[src/verilog/alu_pkg.sv]
// shared widths, register offsets, opcode and width codes, flag bits, control word, width helpers
package alu_pkg;

    localparam int data_w = 32;

    // register byte offsets
    localparam int unsigned op0_addr    = 'h00;
    localparam int unsigned op1_addr    = 'h04;
    localparam int unsigned ctrl_addr   = 'h08; // write only, starts an operation
    localparam int unsigned result_addr = 'h0C;
    localparam int unsigned flags_addr  = 'h10;
    localparam int unsigned status_addr = 'h14; // bit 0 busy

    // shift codes all have bit 4 set
    typedef enum logic [4:0] {
        op_move = 5'h00,
        op_add  = 5'h01,
        op_adc  = 5'h02,
        op_sub  = 5'h03,
        op_sbc  = 5'h04,
        op_neg  = 5'h05,
        op_and  = 5'h06,
        op_or   = 5'h07,
        op_xor  = 5'h08,
        op_cpl  = 5'h09,
        op_scf  = 5'h0A,
        op_rcf  = 5'h0B,
        op_ccf  = 5'h0C,
        op_rlc  = 5'h10,
        op_rrc  = 5'h11,
        op_rl   = 5'h12,
        op_rr   = 5'h13,
        op_sla  = 5'h14,
        op_sra  = 5'h15,
        op_sll  = 5'h16,
        op_srl  = 5'h17
    } alu_op_e;

    typedef enum logic [1:0] {
        w_byte = 2'd0,
        w_word = 2'd1,
        w_long = 2'd2  // code 3 also runs as long
    } width_e;

    // flag byte is S Z 0 H 0 V N C
    localparam int flag_s = 7;
    localparam int flag_z = 6;
    localparam int flag_h = 4;
    localparam int flag_v = 2;
    localparam int flag_n = 1;
    localparam int flag_c = 0;

    typedef union packed {
        struct packed {
            logic [22:0] rsvd_hi;
            logic        flags_only; // flags update, result kept
            logic        rsvd_lo;
            width_e      width;
            alu_op_e     op;
        } arith;
        struct packed {
            logic [19:0] rsvd_hi;
            logic [3:0]  count;      // 0 means 16 steps
            logic        rsvd_lo;
            width_e      width;
            alu_op_e     op;
        } shift;
    } ctrl_word_u;

    function automatic logic is_shift_op(alu_op_e op);
        return op[4];
    endfunction

    function automatic logic sign_at(logic [data_w-1:0] x, width_e w);
        case (w)
            w_byte:  return x[7];
            w_word:  return x[15];
            default: return x[31];
        endcase
    endfunction

    function automatic logic zero_at(logic [data_w-1:0] x, width_e w);
        case (w)
            w_byte:  return x[7:0] == '0;
            w_word:  return x[15:0] == '0;
            default: return x == '0;
        endcase
    endfunction

    function automatic logic even_at(logic [data_w-1:0] x, width_e w);
        case (w)
            w_byte:  return ~^x[7:0];
            w_word:  return ~^x[15:0];
            default: return ~^x;
        endcase
    endfunction

endpackage

[src/verilog/apb_regs.sv]
// apb_regs: APB write decode, operand and control registers, start pulse, slave error
`timescale 1ns/100ps

module apb_regs import alu_pkg::*; #(
    parameter int ADDR_W = 8
) (
    input  logic              clk,
    input  logic              rst,
    input  logic              psel,
    input  logic              penable,
    input  logic              pwrite,
    input  logic [ADDR_W-1:0] paddr,
    input  logic [data_w-1:0] pwdata,
    input  logic              busy,
    output logic              pready,
    output logic              pslverr,
    output logic [data_w-1:0] op0,
    output logic [data_w-1:0] op1,
    output ctrl_word_u        ctrl,
    output logic              start
);

    logic access;
    logic hit_op0;
    logic hit_op1;
    logic hit_ctrl;
    logic hit_ro;
    logic wr_err;
    logic rd_err;
    logic wr_ok;

    assign access   = psel && penable; // access phase
    assign hit_op0  = paddr == ADDR_W'(op0_addr);
    assign hit_op1  = paddr == ADDR_W'(op1_addr);
    assign hit_ctrl = paddr == ADDR_W'(ctrl_addr);
    assign hit_ro   = (paddr == ADDR_W'(result_addr)) ||
                      (paddr == ADDR_W'(flags_addr))  ||
                      (paddr == ADDR_W'(status_addr));

    // read-only and unmapped writes fail, and so does a new ctrl while busy
    assign wr_err = !(hit_op0 || hit_op1 || hit_ctrl) || (hit_ctrl && busy);
    assign rd_err = !(hit_op0 || hit_op1 || hit_ro);   // ctrl is write only

    assign pready  = 1'b1; // no wait states
    assign pslverr = access && (pwrite ? wr_err : rd_err);
    assign wr_ok   = access && pwrite && !wr_err;

    always_ff @(posedge clk or posedge rst) begin
        if (rst) begin
            op0   <= '0;
            op1   <= '0;
            ctrl  <= '0;
            start <= 1'b0;
        end else begin
            start <= wr_ok && hit_ctrl; // one cycle after the ctrl access
            if (wr_ok && hit_op0) begin
                op0 <= pwdata;
            end
            if (wr_ok && hit_op1) begin
                op1 <= pwdata;
            end
            if (wr_ok && hit_ctrl) begin
                ctrl <= pwdata;
            end
        end
    end

    // setup phase must come first
    assert property (@(posedge clk) disable iff (rst) $rose(penable) |-> psel)
        else $error("penable rose without psel");

    // result_regs busy must have been low during the ctrl access
    assert property (@(posedge clk) disable iff (rst) start |-> $past(!busy))
        else $error("start issued while busy");

endmodule

[src/verilog/alu_core.sv]
// alu_core: single-cycle arithmetic, logic and carry-flag operations with flag generation
`timescale 1ns/100ps

module alu_core import alu_pkg::*; (
    input  logic [data_w-1:0] op0,
    input  logic [data_w-1:0] op1,
    input  ctrl_word_u        ctrl,
    input  logic [7:0]        flags_in,
    output logic [data_w-1:0] core_result,
    output logic [7:0]        core_flags,
    output logic              core_write_result
);

    alu_op_e           op;
    width_e            w;
    logic              is_sub;
    logic              cin;
    logic [data_w-1:0] a;
    logic [data_w-1:0] b;
    logic [data_w-1:0] sum;
    logic [data_w-1:0] raw;
    logic [data_w-1:0] mask;
    logic              hc;
    logic              c0;
    logic              c1;
    logic              c2;
    logic              cw;
    logic              a_s;
    logic              b_s;
    logic              r_s;
    logic              ovf;

    assign op     = ctrl.arith.op;
    assign w      = ctrl.arith.width;
    assign is_sub = op inside {op_sub, op_sbc, op_neg};
    assign cin    = (op == op_adc || op == op_sbc) && flags_in[flag_c];

    // NEG goes through the subtractor as 0 - op0
    assign a = (op == op_neg) ? '0 : op0;
    assign b = (op == op_neg) ? op0 : op1;

    // sliced so half carry and byte/word carries fall out directly
    always_comb begin
        if (is_sub) begin
            {hc, sum[3:0]}   = {1'b0, a[3:0]}   - {1'b0, b[3:0]}   - {4'd0, cin};
            {c0, sum[7:4]}   = {1'b0, a[7:4]}   - {1'b0, b[7:4]}   - {4'd0, hc};
            {c1, sum[15:8]}  = {1'b0, a[15:8]}  - {1'b0, b[15:8]}  - {8'd0, c0};
            {c2, sum[31:16]} = {1'b0, a[31:16]} - {1'b0, b[31:16]} - {16'd0, c1};
        end else begin
            {hc, sum[3:0]}   = {1'b0, a[3:0]}   + {1'b0, b[3:0]}   + {4'd0, cin};
            {c0, sum[7:4]}   = {1'b0, a[7:4]}   + {1'b0, b[7:4]}   + {4'd0, hc};
            {c1, sum[15:8]}  = {1'b0, a[15:8]}  + {1'b0, b[15:8]}  + {8'd0, c0};
            {c2, sum[31:16]} = {1'b0, a[31:16]} + {1'b0, b[31:16]} + {16'd0, c1};
        end
    end

    assign cw  = (w == w_byte) ? c0 : (w == w_word) ? c1 : c2;
    assign a_s = sign_at(a, w);
    assign b_s = sign_at(b, w);
    assign r_s = sign_at(sum, w);
    assign ovf = (is_sub ? (a_s != b_s) : (a_s == b_s)) && (r_s != a_s);

    always_comb begin
        case (w)
            w_byte:  mask = 32'h0000_00FF;
            w_word:  mask = 32'h0000_FFFF;
            default: mask = 32'hFFFF_FFFF;
        endcase
    end

    always_comb begin
        raw        = op0;
        core_flags = flags_in;
        case (op)
            op_move: raw = op1; // flags untouched
            op_add, op_adc, op_sub, op_sbc, op_neg: begin
                raw                = sum;
                core_flags[flag_s] = r_s;
                core_flags[flag_z] = zero_at(sum, w);
                core_flags[flag_h] = hc;
                core_flags[flag_v] = ovf;
                core_flags[flag_n] = is_sub;
                core_flags[flag_c] = cw;
            end
            op_and, op_or, op_xor: begin
                if (op == op_and) begin
                    raw = op0 & op1;
                end else if (op == op_or) begin
                    raw = op0 | op1;
                end else begin
                    raw = op0 ^ op1;
                end
                core_flags[flag_s] = sign_at(raw, w);
                core_flags[flag_z] = zero_at(raw, w);
                core_flags[flag_h] = op == op_and;
                core_flags[flag_v] = even_at(raw, w); // parity
                core_flags[flag_n] = 1'b0;
                core_flags[flag_c] = 1'b0;
            end
            op_cpl: begin
                raw                = ~op1;
                core_flags[flag_h] = 1'b1;
                core_flags[flag_n] = 1'b1;
            end
            op_scf, op_rcf: begin
                core_flags[flag_c] = op == op_scf;
                core_flags[flag_n] = 1'b0;
                core_flags[flag_h] = 1'b0;
            end
            op_ccf: begin
                core_flags[flag_c] = ~flags_in[flag_c];
                core_flags[flag_n] = 1'b0; // H kept
            end
            default: ;
        endcase
    end

    // bits above the width keep op0
    assign core_result = (raw & mask) | (op0 & ~mask);

    assign core_write_result = !ctrl.arith.flags_only && !(op inside {op_scf, op_rcf, op_ccf});

endmodule

[src/verilog/shift_unit.sv]
// shift_unit: one-bit-per-cycle shift and rotate engine with step counter
`timescale 1ns/100ps

module shift_unit import alu_pkg::*; (
    input  logic              clk,
    input  logic              rst,
    input  logic              start,
    input  logic [data_w-1:0] op0,
    input  ctrl_word_u        ctrl,
    input  logic [7:0]        flags_in,
    output logic [data_w-1:0] shift_result,
    output logic [7:0]        shift_flags,
    output logic              shift_done
);

    width_e            w;
    logic              load;
    logic [4:0]        steps;
    logic [4:0]        cnt;     // steps still to go after this one
    logic [data_w-1:0] data_q;
    logic              carry_q;
    logic [data_w-1:0] src;
    logic              cin;
    logic              left;
    logic              lin;
    logic              rin;
    logic              cout;

    assign w     = ctrl.shift.width;
    assign load  = start && is_shift_op(ctrl.shift.op);
    assign steps = (ctrl.shift.count == 4'd0) ? 5'd16 : {1'b0, ctrl.shift.count};

    // first step works straight on op0 in the start cycle
    assign src = load ? op0 : data_q;
    assign cin = load ? flags_in[flag_c] : carry_q;

    always_comb begin
        left = ctrl.shift.op inside {op_rlc, op_rl, op_sla, op_sll};
        lin  = 1'b0;
        rin  = 1'b0;
        case (ctrl.shift.op)
            op_rlc:  lin = sign_at(src, w);
            op_rl:   lin = cin;
            op_rrc:  rin = src[0];
            op_rr:   rin = cin;
            op_sra:  rin = sign_at(src, w); // sign fill
            default: ;
        endcase
        cout = left ? sign_at(src, w) : src[0];

        shift_result = src;
        case (w)
            w_byte:  shift_result[7:0]  = left ? {src[6:0], lin}  : {rin, src[7:1]};
            w_word:  shift_result[15:0] = left ? {src[14:0], lin} : {rin, src[15:1]};
            default: shift_result       = left ? {src[30:0], lin} : {rin, src[31:1]};
        endcase

        shift_flags         = 8'h00; // H and N stay 0
        shift_flags[flag_s] = sign_at(shift_result, w);
        shift_flags[flag_z] = zero_at(shift_result, w);
        shift_flags[flag_v] = even_at(shift_result, w);
        shift_flags[flag_c] = cout;
    end

    assign shift_done = load ? (steps == 5'd1) : (cnt == 5'd1);

    always_ff @(posedge clk or posedge rst) begin
        if (rst) begin
            cnt <= '0;
        end else if (load) begin
            cnt <= steps - 5'd1;
        end else if (cnt != '0) begin
            cnt <= cnt - 5'd1;
        end
    end

    always_ff @(posedge clk or posedge rst) begin
        if (rst) begin
            data_q  <= '0;
            carry_q <= 1'b0;
        end else if (load || cnt != '0) begin
            data_q  <= shift_result;
            carry_q <= cout;
        end
    end

    assert property (@(posedge clk) disable iff (rst) cnt <= 5'd16)
        else $error("shift step counter above 16");

endmodule

[src/verilog/result_regs.sv]
// result_regs: busy state, result and flag registers, status, APB read mux
`timescale 1ns/100ps

module result_regs import alu_pkg::*; #(
    parameter int ADDR_W = 8
) (
    input  logic              clk,
    input  logic              rst,
    input  logic              start,
    input  logic [data_w-1:0] op0,
    input  logic [data_w-1:0] op1,
    input  ctrl_word_u        ctrl,
    input  logic [data_w-1:0] core_result,
    input  logic [7:0]        core_flags,
    input  logic              core_write_result,
    input  logic [data_w-1:0] shift_result,
    input  logic [7:0]        shift_flags,
    input  logic              shift_done,
    input  logic              psel,
    input  logic              pwrite,
    input  logic [ADDR_W-1:0] paddr,
    output logic              busy,
    output logic [7:0]        flags,
    output logic [data_w-1:0] prdata
);

    logic              is_shift;
    logic              pending;  // shift running
    logic [data_w-1:0] result_q;
    logic [data_w-1:0] op0_q;
    logic [data_w-1:0] op1_q;

    assign is_shift = is_shift_op(ctrl.arith.op);

    // start cycle counts as busy, so a single-cycle op is busy for one cycle
    assign busy = start || pending;

    always_ff @(posedge clk or posedge rst) begin
        if (rst) begin
            pending  <= 1'b0;
            result_q <= '0;
            flags    <= '0;
            op0_q    <= '0;
            op1_q    <= '0;
        end else begin
            if (shift_done) begin
                pending  <= 1'b0;
                result_q <= shift_result;
                flags    <= shift_flags;
            end else if (start) begin
                pending <= is_shift;
                if (!is_shift) begin
                    if (core_write_result) begin
                        result_q <= core_result;
                    end
                    flags <= core_flags;
                end
            end
            if (start) begin
                op0_q <= op0;
                op1_q <= op1;
            end
        end
    end

    always_comb begin
        prdata = '0;
        if (psel && !pwrite) begin
            case (paddr)
                ADDR_W'(op0_addr):    prdata = op0_q;
                ADDR_W'(op1_addr):    prdata = op1_q;
                ADDR_W'(result_addr): prdata = result_q;
                ADDR_W'(flags_addr):  prdata = {{(data_w-8){1'b0}}, flags};
                ADDR_W'(status_addr): prdata = {{(data_w-1){1'b0}}, busy};
                default:              prdata = '0;
            endcase
        end
    end

    // a shift only finishes inside a started operation
    assert property (@(posedge clk) disable iff (rst) shift_done |-> busy)
        else $error("shift_done while not busy");

endmodule

[src/verilog/alu_periph.sv]
// alu_periph: APB arithmetic peripheral top level
`timescale 1ns/100ps

module alu_periph import alu_pkg::*; #(
    parameter int ADDR_W = 8
) (
    input  logic              clk,
    input  logic              rst,
    input  logic              psel,
    input  logic              penable,
    input  logic              pwrite,
    input  logic [ADDR_W-1:0] paddr,
    input  logic [data_w-1:0] pwdata,
    output logic [data_w-1:0] prdata,
    output logic              pready,
    output logic              pslverr
);

    logic [data_w-1:0] op0;
    logic [data_w-1:0] op1;
    ctrl_word_u        ctrl;
    logic              start;
    logic              busy;
    logic [7:0]        flags;
    logic [data_w-1:0] core_result;
    logic [7:0]        core_flags;
    logic              core_write_result;
    logic [data_w-1:0] shift_result;
    logic [7:0]        shift_flags;
    logic              shift_done;

    apb_regs #(.ADDR_W(ADDR_W)) u_apb_regs (
        .clk(clk), .rst(rst), .psel(psel), .penable(penable), .pwrite(pwrite),
        .paddr(paddr), .pwdata(pwdata), .busy(busy), .pready(pready),
        .pslverr(pslverr), .op0(op0), .op1(op1), .ctrl(ctrl), .start(start)
    );

    alu_core u_alu_core (
        .op0(op0), .op1(op1), .ctrl(ctrl), .flags_in(flags),
        .core_result(core_result), .core_flags(core_flags),
        .core_write_result(core_write_result)
    );

    shift_unit u_shift_unit (
        .clk(clk), .rst(rst), .start(start), .op0(op0), .ctrl(ctrl), .flags_in(flags),
        .shift_result(shift_result), .shift_flags(shift_flags), .shift_done(shift_done)
    );

    result_regs #(.ADDR_W(ADDR_W)) u_result_regs (
        .clk(clk), .rst(rst), .start(start), .op0(op0), .op1(op1), .ctrl(ctrl),
        .core_result(core_result), .core_flags(core_flags),
        .core_write_result(core_write_result), .shift_result(shift_result),
        .shift_flags(shift_flags), .shift_done(shift_done), .psel(psel),
        .pwrite(pwrite), .paddr(paddr), .busy(busy), .flags(flags), .prdata(prdata)
    );

endmodule

[config.mk]
export PLATFORM = sky130hd
export DESIGN_NAME = alu_periph
export DESIGN_NICKNAME = d
export VERILOG_FILES = /design/src/verilog/alu_pkg.sv /design/src/verilog/apb_regs.sv /design/src/verilog/alu_core.sv /design/src/verilog/shift_unit.sv /design/src/verilog/result_regs.sv /design/src/verilog/alu_periph.sv
export SDC_FILE = /design/constraint.sdc
export NUM_CORES = 1
export LEC_CHECK = 0
export CAP_MARGIN = 20
export CORE_MARGIN = 2
export CORE_UTILIZATION = 43
export DETAILED_ROUTE_END_ITERATION = 8
export DONT_BUFFER_PORTS = 1
export GPL_TIMING_DRIVEN = 0
export PLACE_DENSITY_LB_ADDON = 0.3
export SETUP_SLACK_MARGIN = 0.02
export SLEW_MARGIN = 20
export SYNTH_ARGS = -nofsm -noshare
export SYNTH_HDL_FRONTEND = slang
export SYNTH_SLANG_ARGS = --single-unit
[constraint.sdc]
create_clock -name clk -period 10.2 [get_ports clk]
set_clock_uncertainty 0.05 [all_clocks]
set_input_delay 2.04 -clock clk [delete_from_list [all_inputs] [get_ports clk]]
set_output_delay 2.04 -clock clk [all_outputs]
set_load 0.01 [all_outputs]
# Word-level counts from Yosys, hierarchy flattened
# Index checks and enable logic that the tools add are counted.
[word_totals] regBits=220 inputBits=45 out_inout_bits=34
[op_classes] n_addsub=18 eq_ne=31 muxes=58 bitwise_logic=9 n_reduce_logical=68
[ops] cell="two-way mux 32 bit" count=13
[ops] cell="case mux 32 bit (5 select lines)" count=1
[ops] cell="case mux 32 bit (4 select lines)" count=1
[ops] cell="bitwise AND 32 bit" count=3
[ops] cell="zero test 32 bit" count=3
[ops] cell="inverter 32 bit" count=2
[ops] cell="OR 32 bit" count=2
[ops] cell="case mux 32 bit (2 select lines)" count=1
[ops] cell="XNOR reduction 32 bit" count=2
[ops] cell="zero test 16 bit" count=3
[ops] cell="== test 5 bit, second input constant" count=7
[ops] cell="zero test 8 bit" count=4
[ops] cell="two-way mux 16 bit" count=2
[ops] cell="two-way mux 8 bit" count=4
[ops] cell="case mux 8 bit (2 select lines)" count=2
[ops] cell="XNOR reduction 16 bit" count=2
[ops] cell="XOR 32 bit" count=1
[ops] cell="case mux 1 bit (2 select lines)" count=13
[ops] cell="== test 5 x 4 -> 1 bit, second input constant" count=5
[ops] cell="== test 5 x 3 -> 1 bit, second input constant" count=4
[ops] cell="adder 16 x 16 -> 17 bit" count=1
[ops] cell="adder 17 x 1 -> 17 bit" count=1
[ops] cell="subtractor 16 x 16 -> 17 bit" count=1
[ops] cell="subtractor 17 x 1 -> 17 bit" count=1
[ops] cell="40 further kinds" count=105

# Longest topological paths before layout
[logic_depth] depth_word=15 mapped_depth=39 ltp_nobuf=36

# Hierarchy
# A second synthesis with hierarchy kept.
[hier_totals] hier_cells=2231 hier_area_um2=20125.6
[by_module_without_submodules] module="alu_core" instances=1 cells_per_inst=1158 area_each_um2=7693.6 seq_area_each_um2=0.0
[by_module_without_submodules] module="result_regs" instances=1 cells_per_inst=445 area_each_um2=5183.7 seq_area_each_um2=2627.5
[by_module_without_submodules] module="apb_regs" instances=1 cells_per_inst=221 area_each_um2=3876.2 seq_area_each_um2=2427.3
[by_module_without_submodules] module="shift_unit" instances=1 cells_per_inst=407 area_each_um2=3372.0 seq_area_each_um2=950.9

# Worst setup path after synthesis
# OpenSTA, ideal clock, no wires.
[synth_path] path_type="flip-flop to flip-flop" from="register u_apb_regs.ctrl[3] (netlist bit)" to="register u_result_regs.flags[6]" setup_time_ns=0.127 t_arrival_ns=8.261 required_time_ns=10.023 path_slack_ns=1.763 path_stages_with_launch=35 path_buffers=2 synth_period_minus_slack_ns=8.437 path_cell_list="dfrtp_1 > nand4bb_4 > or2_2 > buf_2 > buf_1 > a21oi_1 > fa_1 > inv_1 > fa_1 > a21o_1 > a21oi_1 > inv_1 > fa_1 > fa_1 > a21o_1 > a21o_1 > fa_1 > fa_1 > nor2b_1 > o21ai_0 > a21bo_2 > a2bb2oi_1 > a21o_1 > a21o_1 > fa_1 > fa_1 > a211oi_2 > o21bai_1 > a2111oi_2 > nor3_1 > a211oi_1 > a211oi_1 > and4_1 > a41oi_1 > o31ai_1"
[synth_between] elab_chain_len=14 word_cells_on_any_way=69
[synth_lines] item="from (decl)" line="apb_regs.sv:19" rtl="output ctrl_word_u ctrl,"
[synth_lines] item="from (signal assigned)" line="apb_regs.sv:63" rtl="ctrl <= pwdata;"
[synth_lines] item="== test 5 x 3 -> 1 bit (tied with other cells)"
[synth_lines] item="two-way mux 32 bit (tied with other cells)" line="alu_core.sv:39" rtl="assign a = (op == op_neg) ? '0 : op0;"
[synth_lines] item="adder 4 x 4 -> 5 bit (tied with other cells)" line="alu_core.sv:50" rtl="{hc, sum[3:0]} = {1'b0, a[3:0]} + {1'b0, b[3:0]} + {4'd0, cin};"
[synth_lines] item="adder 5 x 1 -> 5 bit / subtractor 5 x 1 -> 5 bit (equally long branches)" line="alu_core.sv:50, alu_core.sv:45"
[synth_lines] item="adder 5 x 1 -> 5 bit / subtractor 5 x 1 -> 5 bit (equally long branches)" line="alu_core.sv:51, alu_core.sv:46"
[synth_lines] item="adder 9 x 1 -> 9 bit / subtractor 9 x 1 -> 9 bit (equally long branches)" line="alu_core.sv:52, alu_core.sv:47"
[synth_lines] item="adder 17 x 1 -> 17 bit / subtractor 17 x 1 -> 17 bit (equally long branches)" line="alu_core.sv:53, alu_core.sv:48"
[synth_lines] item="two-way mux 32 bit" line="alu_core.sv:44" rtl="if (is_sub) begin"
[synth_lines] item="zero test 32 bit" line="alu_pkg.sv:86" rtl="default: return x == '0;"
[synth_lines] item="case mux 1 bit (2 select lines)" line="alu_pkg.sv:83" rtl="case (w)"
[synth_lines] item="case mux 2 bit (2 select lines)" line="alu_core.sv:74" rtl="case (op)"
[synth_lines] item="two-way mux 8 bit" line="result_regs.sv:52" rtl="if (!is_shift) begin"
[synth_lines] item="two-way mux 8 bit" line="result_regs.sv:50" rtl="end else if (start) begin"
[synth_lines] item="two-way mux 8 bit" line="result_regs.sv:46" rtl="if (shift_done) begin"
[synth_lines] item="to (signal assigned)" line="result_regs.sv:49" rtl="flags <= shift_flags;"
[synth_lines] item="to (signal assigned)" line="result_regs.sv:56" rtl="flags <= core_flags;"
[synth_lines] item="to (decl)" line="result_regs.sv:23" rtl="output logic [7:0] flags,"
# Several ways; a longest one is shown, not always the timed one. The select of a mux whose other input is x is not followed.
# A chain may end at the register's enable or synchronous reset.

# Final worst setup path
# Same ends and word-level chain as after synthesis.

==> results.py <==
metrics = {
    "final_layout": {
        "area_delta_synth_final_pct": 9.31,
        "final_cells": 2798,
        "nNetsFinal": 2484,
        "nFillCells": 4081,
        "num_antenna_cells": 0,
        "drive_gt1_share_pct": 8.81,
    },
    "route": {
        "via_per_inst": 6.19,
        "vias": 17300,
        "wirelength_mm": 71.2,
        "drt-initial-drc-count": 1963,
        "dr.pass1.iters": 8,
        "drc": 0,
        "drt-wirelength-per-cell_um": 25.4,
        "ant_nets": 0,
    },
    "critical_path": {
        "worstPathArrival_ns": 10.16,
        "cp-end-kind": "flop",
        "start_kind": "flop",
        "path_max_fanout": 10,
        "slowest_delay_ns": 0.50,
        "cpMaxStageDelayCell": "fa_1",
        "crit_top_cell": "fa_1",
        "required_ns": 10.56,
        "path_class": "reg2reg",
    },
    "placement": {
        "dp.final_hpwl_mm": 56.2,
        "dpl_worst_slack_ns": -0.647,
        "place_congestion": 0.971,
        "numPortBuffers": 0,
        "dp.cells": 2751,
    },
    "die": {
        "die_y_um": 210,
        "core-area_um2": 41900,
        "ios": 79,
        "die_w_um": 210,
        "rows": 75,
        "start_util_pct": 43.5,
        "die-area_um2": 44000,
    },
    "power": {
        "peakVddDrop_mv": 0.108,
        "power.density_nw_per_um2": 108,
        "p_leak_uw": 0.00918,
    },
    "synth": {
        "synthesis.nets": 2448,
        "async_flop_share_pct": 100,
        "ys_ff_latch": 217,
        "synth_area_per_cell_um2": 8.24,
        "syn_area_um2": 18200,
        "ys_seq_area_share_pct": 29.8,
        "yosys_most_used_dff": "dfrtp_1",
        "synth_cell_types": 85,
        "synthesis.instances": 2210,
        "synth-edff-count": 0,
        "yosys_warnings": 0,
    },
    "outcome": {
        "status": "completed",
    },
    "sta": {
        "worst_slack_ns": 0.402,
        "fmax_mhz": 102,
        "worst_pin_slew_ns": 1.04,
        "maxSlewHeadroom_pct": 30.3,
        "finalSetupViolations": 0,
        "min_period_ns": 9.80,
        "final_max_slew_viol_count": 0,
        "rsz0062_at_grt": "false",
        "period_share_pct": 96.1,
        "hold_viol": 0,
    },
    "clock_network": {
        "cts-root-buf": "clkbuf_16",
        "cts_buffers": 24,
        "worstSkewPairLatency_ns": 0.55,
        "holdBufCountCts": 0,
        "clk_pin_slew_ns": 0.06,
        "clock_sink_count": 217,
        "tritoncts": "built",
        "htree_levels": 1,
        "cts.path.max_buffers": 3,
    },
    "global_route": {
        "antenna_found_initial": 1,
        "grtUsageMet3_pct": 5.67,
        "grt_pass1_vias": 16600,
        "grt_max_degree": 98,
        "grt_usage_pct": 31.8,
        "grt-ovfl-total": 0,
        "grt_pass1_wl_mm": 105,
        "grt_busiest_layer": "met2",
        "grtUsageMet1_pct": 44.9,
        "grtUsageMet2_pct": 48.9,
    },
    "worst_hold_path": {
        "hold_class": "reg2reg",
    },
    "flow_run": {
        "maxCapViolations": 0,
    },
}
==> worst max-delay path, delay by kind of cell, from the launching register on <==
family          cells  cell delay (ns)
compound gates     17             3.81
fa+ha+maj           8             3.55
simple gates        5             1.17
buf+inv             4             0.61
flops               1             0.47
==> routing by layer <==
layer  routed length [um]  share of wire, %
met5                    0                 0
met4                 2590               3.6
met3                 6960               9.8
met2                30800                43
met1                30900                43
==> registers in the layout, summed over array words and instances, names as in the netlist <==
| name | count |
|---|---|
| u_apb_regs.ctrl | 11 |
| u_apb_regs.op0 | 32 |
| u_apb_regs.op1 | 32 |
| u_apb_regs.start | 1 |
| u_result_regs.flags | 6 |
| u_result_regs.op0_q | 32 |
| u_result_regs.op1_q | 32 |
| u_result_regs.pending | 1 |
| u_result_regs.result_q | 32 |
| u_shift_unit.carry_q | 1 |
| u_shift_unit.cnt | 5 |
| u_shift_unit.data_q | 32 |
==> layout by cell type, fill, tap and decap left out, drive strengths merged, types with 11 or more instances in the layout <==
master,instances
and3,13
o21ai,181
nand2b,13
o211ai,21
dfrtp,217
a21oi,156
a22oi,31
xor2,17
a211oi,27
mux2,69
xnor2,56
a31oi,30
nor2,269
a221oi,12
a21o,30
buf,50
nand4,11
fa,16
a22o,29
mux2i,64
nand3,15
nand2,272
inv,157
o221ai,20
clkbuf,127
nor3,31
ha,177
==> where the power goes <==
| group | leakage, uW | internal, uW | switching (uW) | total (uW) |
|---|---|---|---|---|
| Sequential | 0.00268 | 897 | 32.9 | 930 |
| Clock | 0.000392 | 547 | 372 | 919 |
| Combinational | 0.00611 | 123 | 176 | 299 |
| Total | 0.00918 | 1570 | 580 | 2150 |
==> cells in the mapped netlist (all sizes together), types with 15 or more instances <==
master / n / area share (%)
a211oi: 27 / 1.2
a21o: 30 / 1.2
a21oi: 156 / 4.3
a22o: 29 / 1.4
a22oi: 31 / 1.3
a31oi: 30 / 1.0
buf: 42 / 1.2
clkbuf: 92 / 1.9
dfrtp: 217 / 30
fa: 16 / 1.8
ha: 177 / 12
inv: 157 / 3.2
mux2: 69 / 4.3
mux2i: 64 / 3.5
nand2: 272 / 5.6
nand3: 15 / 0.41
nor2: 269 / 5.6
nor3: 31 / 0.96
o211ai: 21 / 0.87
o21ai: 181 / 5.0
o221ai: 20 / 0.96
xnor2: 56 / 2.7
xor2: 17 / 0.82
==> path summary, 6_finish.rpt <==
path | startpoint | cells after the start | slack, ns | end
worst max-delay path | u_apb_regs.ctrl[3] | 34 | 0.40 | u_result_regs.flags[6]
worst max register to register | u_apb_regs.ctrl[3] | 34 | 0.40 | u_result_regs.flags[6]
worst min-delay path | u_result_regs.result_q[20] | 2 | 0.45 | u_result_regs.result_q[20]
min in group asynchronous | rst | 1 | 1.33 | u_result_regs.op0_q[24]
max in group asynchronous | rst | 3 | 7.56 | u_result_regs.op0_q[4]
worst min register to register | u_result_regs.result_q[20] | 2 | 0.45 | u_result_regs.result_q[20]
==> what timing repair did <==
item / CTS / global route
setup endpoints to repair: 13 / 10
setup buffers: 0 / 8
resized for setup: 4 / 17
hold endpoints to repair: 0 / 0
pin swaps: 0 / 3
==> kinds of logic (layout without fill, tap and decap cells) <==
kind of cell	after synthesis	after routing	share of synthesized area, %
adders and majority gates	193	193	13.9
DFF	217	217	29.8
buffers and inverters	292	341	6.38
AOI/OAI and AO/OA	618	618	21.8
muxes	138	138	8.40
xor gates and xnor gates	73	73	3.51
other	1	1	0.0206
and+or+nand+nor	678	678	16.2
==> per-stage QoR <==
step / total power [uW] / hold WS [ns] / instance area (um2) / setup TNS (ns) / utilization [%]
5_1_grt: 2210 / 0.468 / 19900 / 0 / 47.6
4_1_cts: 2140 / 0.443 / 19800 / 0 / 47.2
3_5_place_dp: 1230 / 0.429 / 19000 / -3.16 / 45.3
3_3_place_gp: 1220 / 0.409 / 18900 / -83.24 / 45.1
6_report: 2150 / 0.446 / 19900 / 0 / 47.6
2_1_floorplan: 1150 / 0.396 / 18200 / 0 / -
==> cell type report <==
type / count / area, um2 / share of cell area (%)
buffer: 133 / 568 / 2.85
clock buffer: 33 / 696 / 3.49
clock inverter: 6 / 108 / 0.540
inverter: 158 / 606 / 3.04
multi-input combinational: 1701 / 11700 / 58.7
sequential: 217 / 5430 / 27.3
tap: 539 / 674 / 3.39
timing repair buffer: 11 / 135 / 0.679
Note: power is estimated with default switching activity, not from simulation.
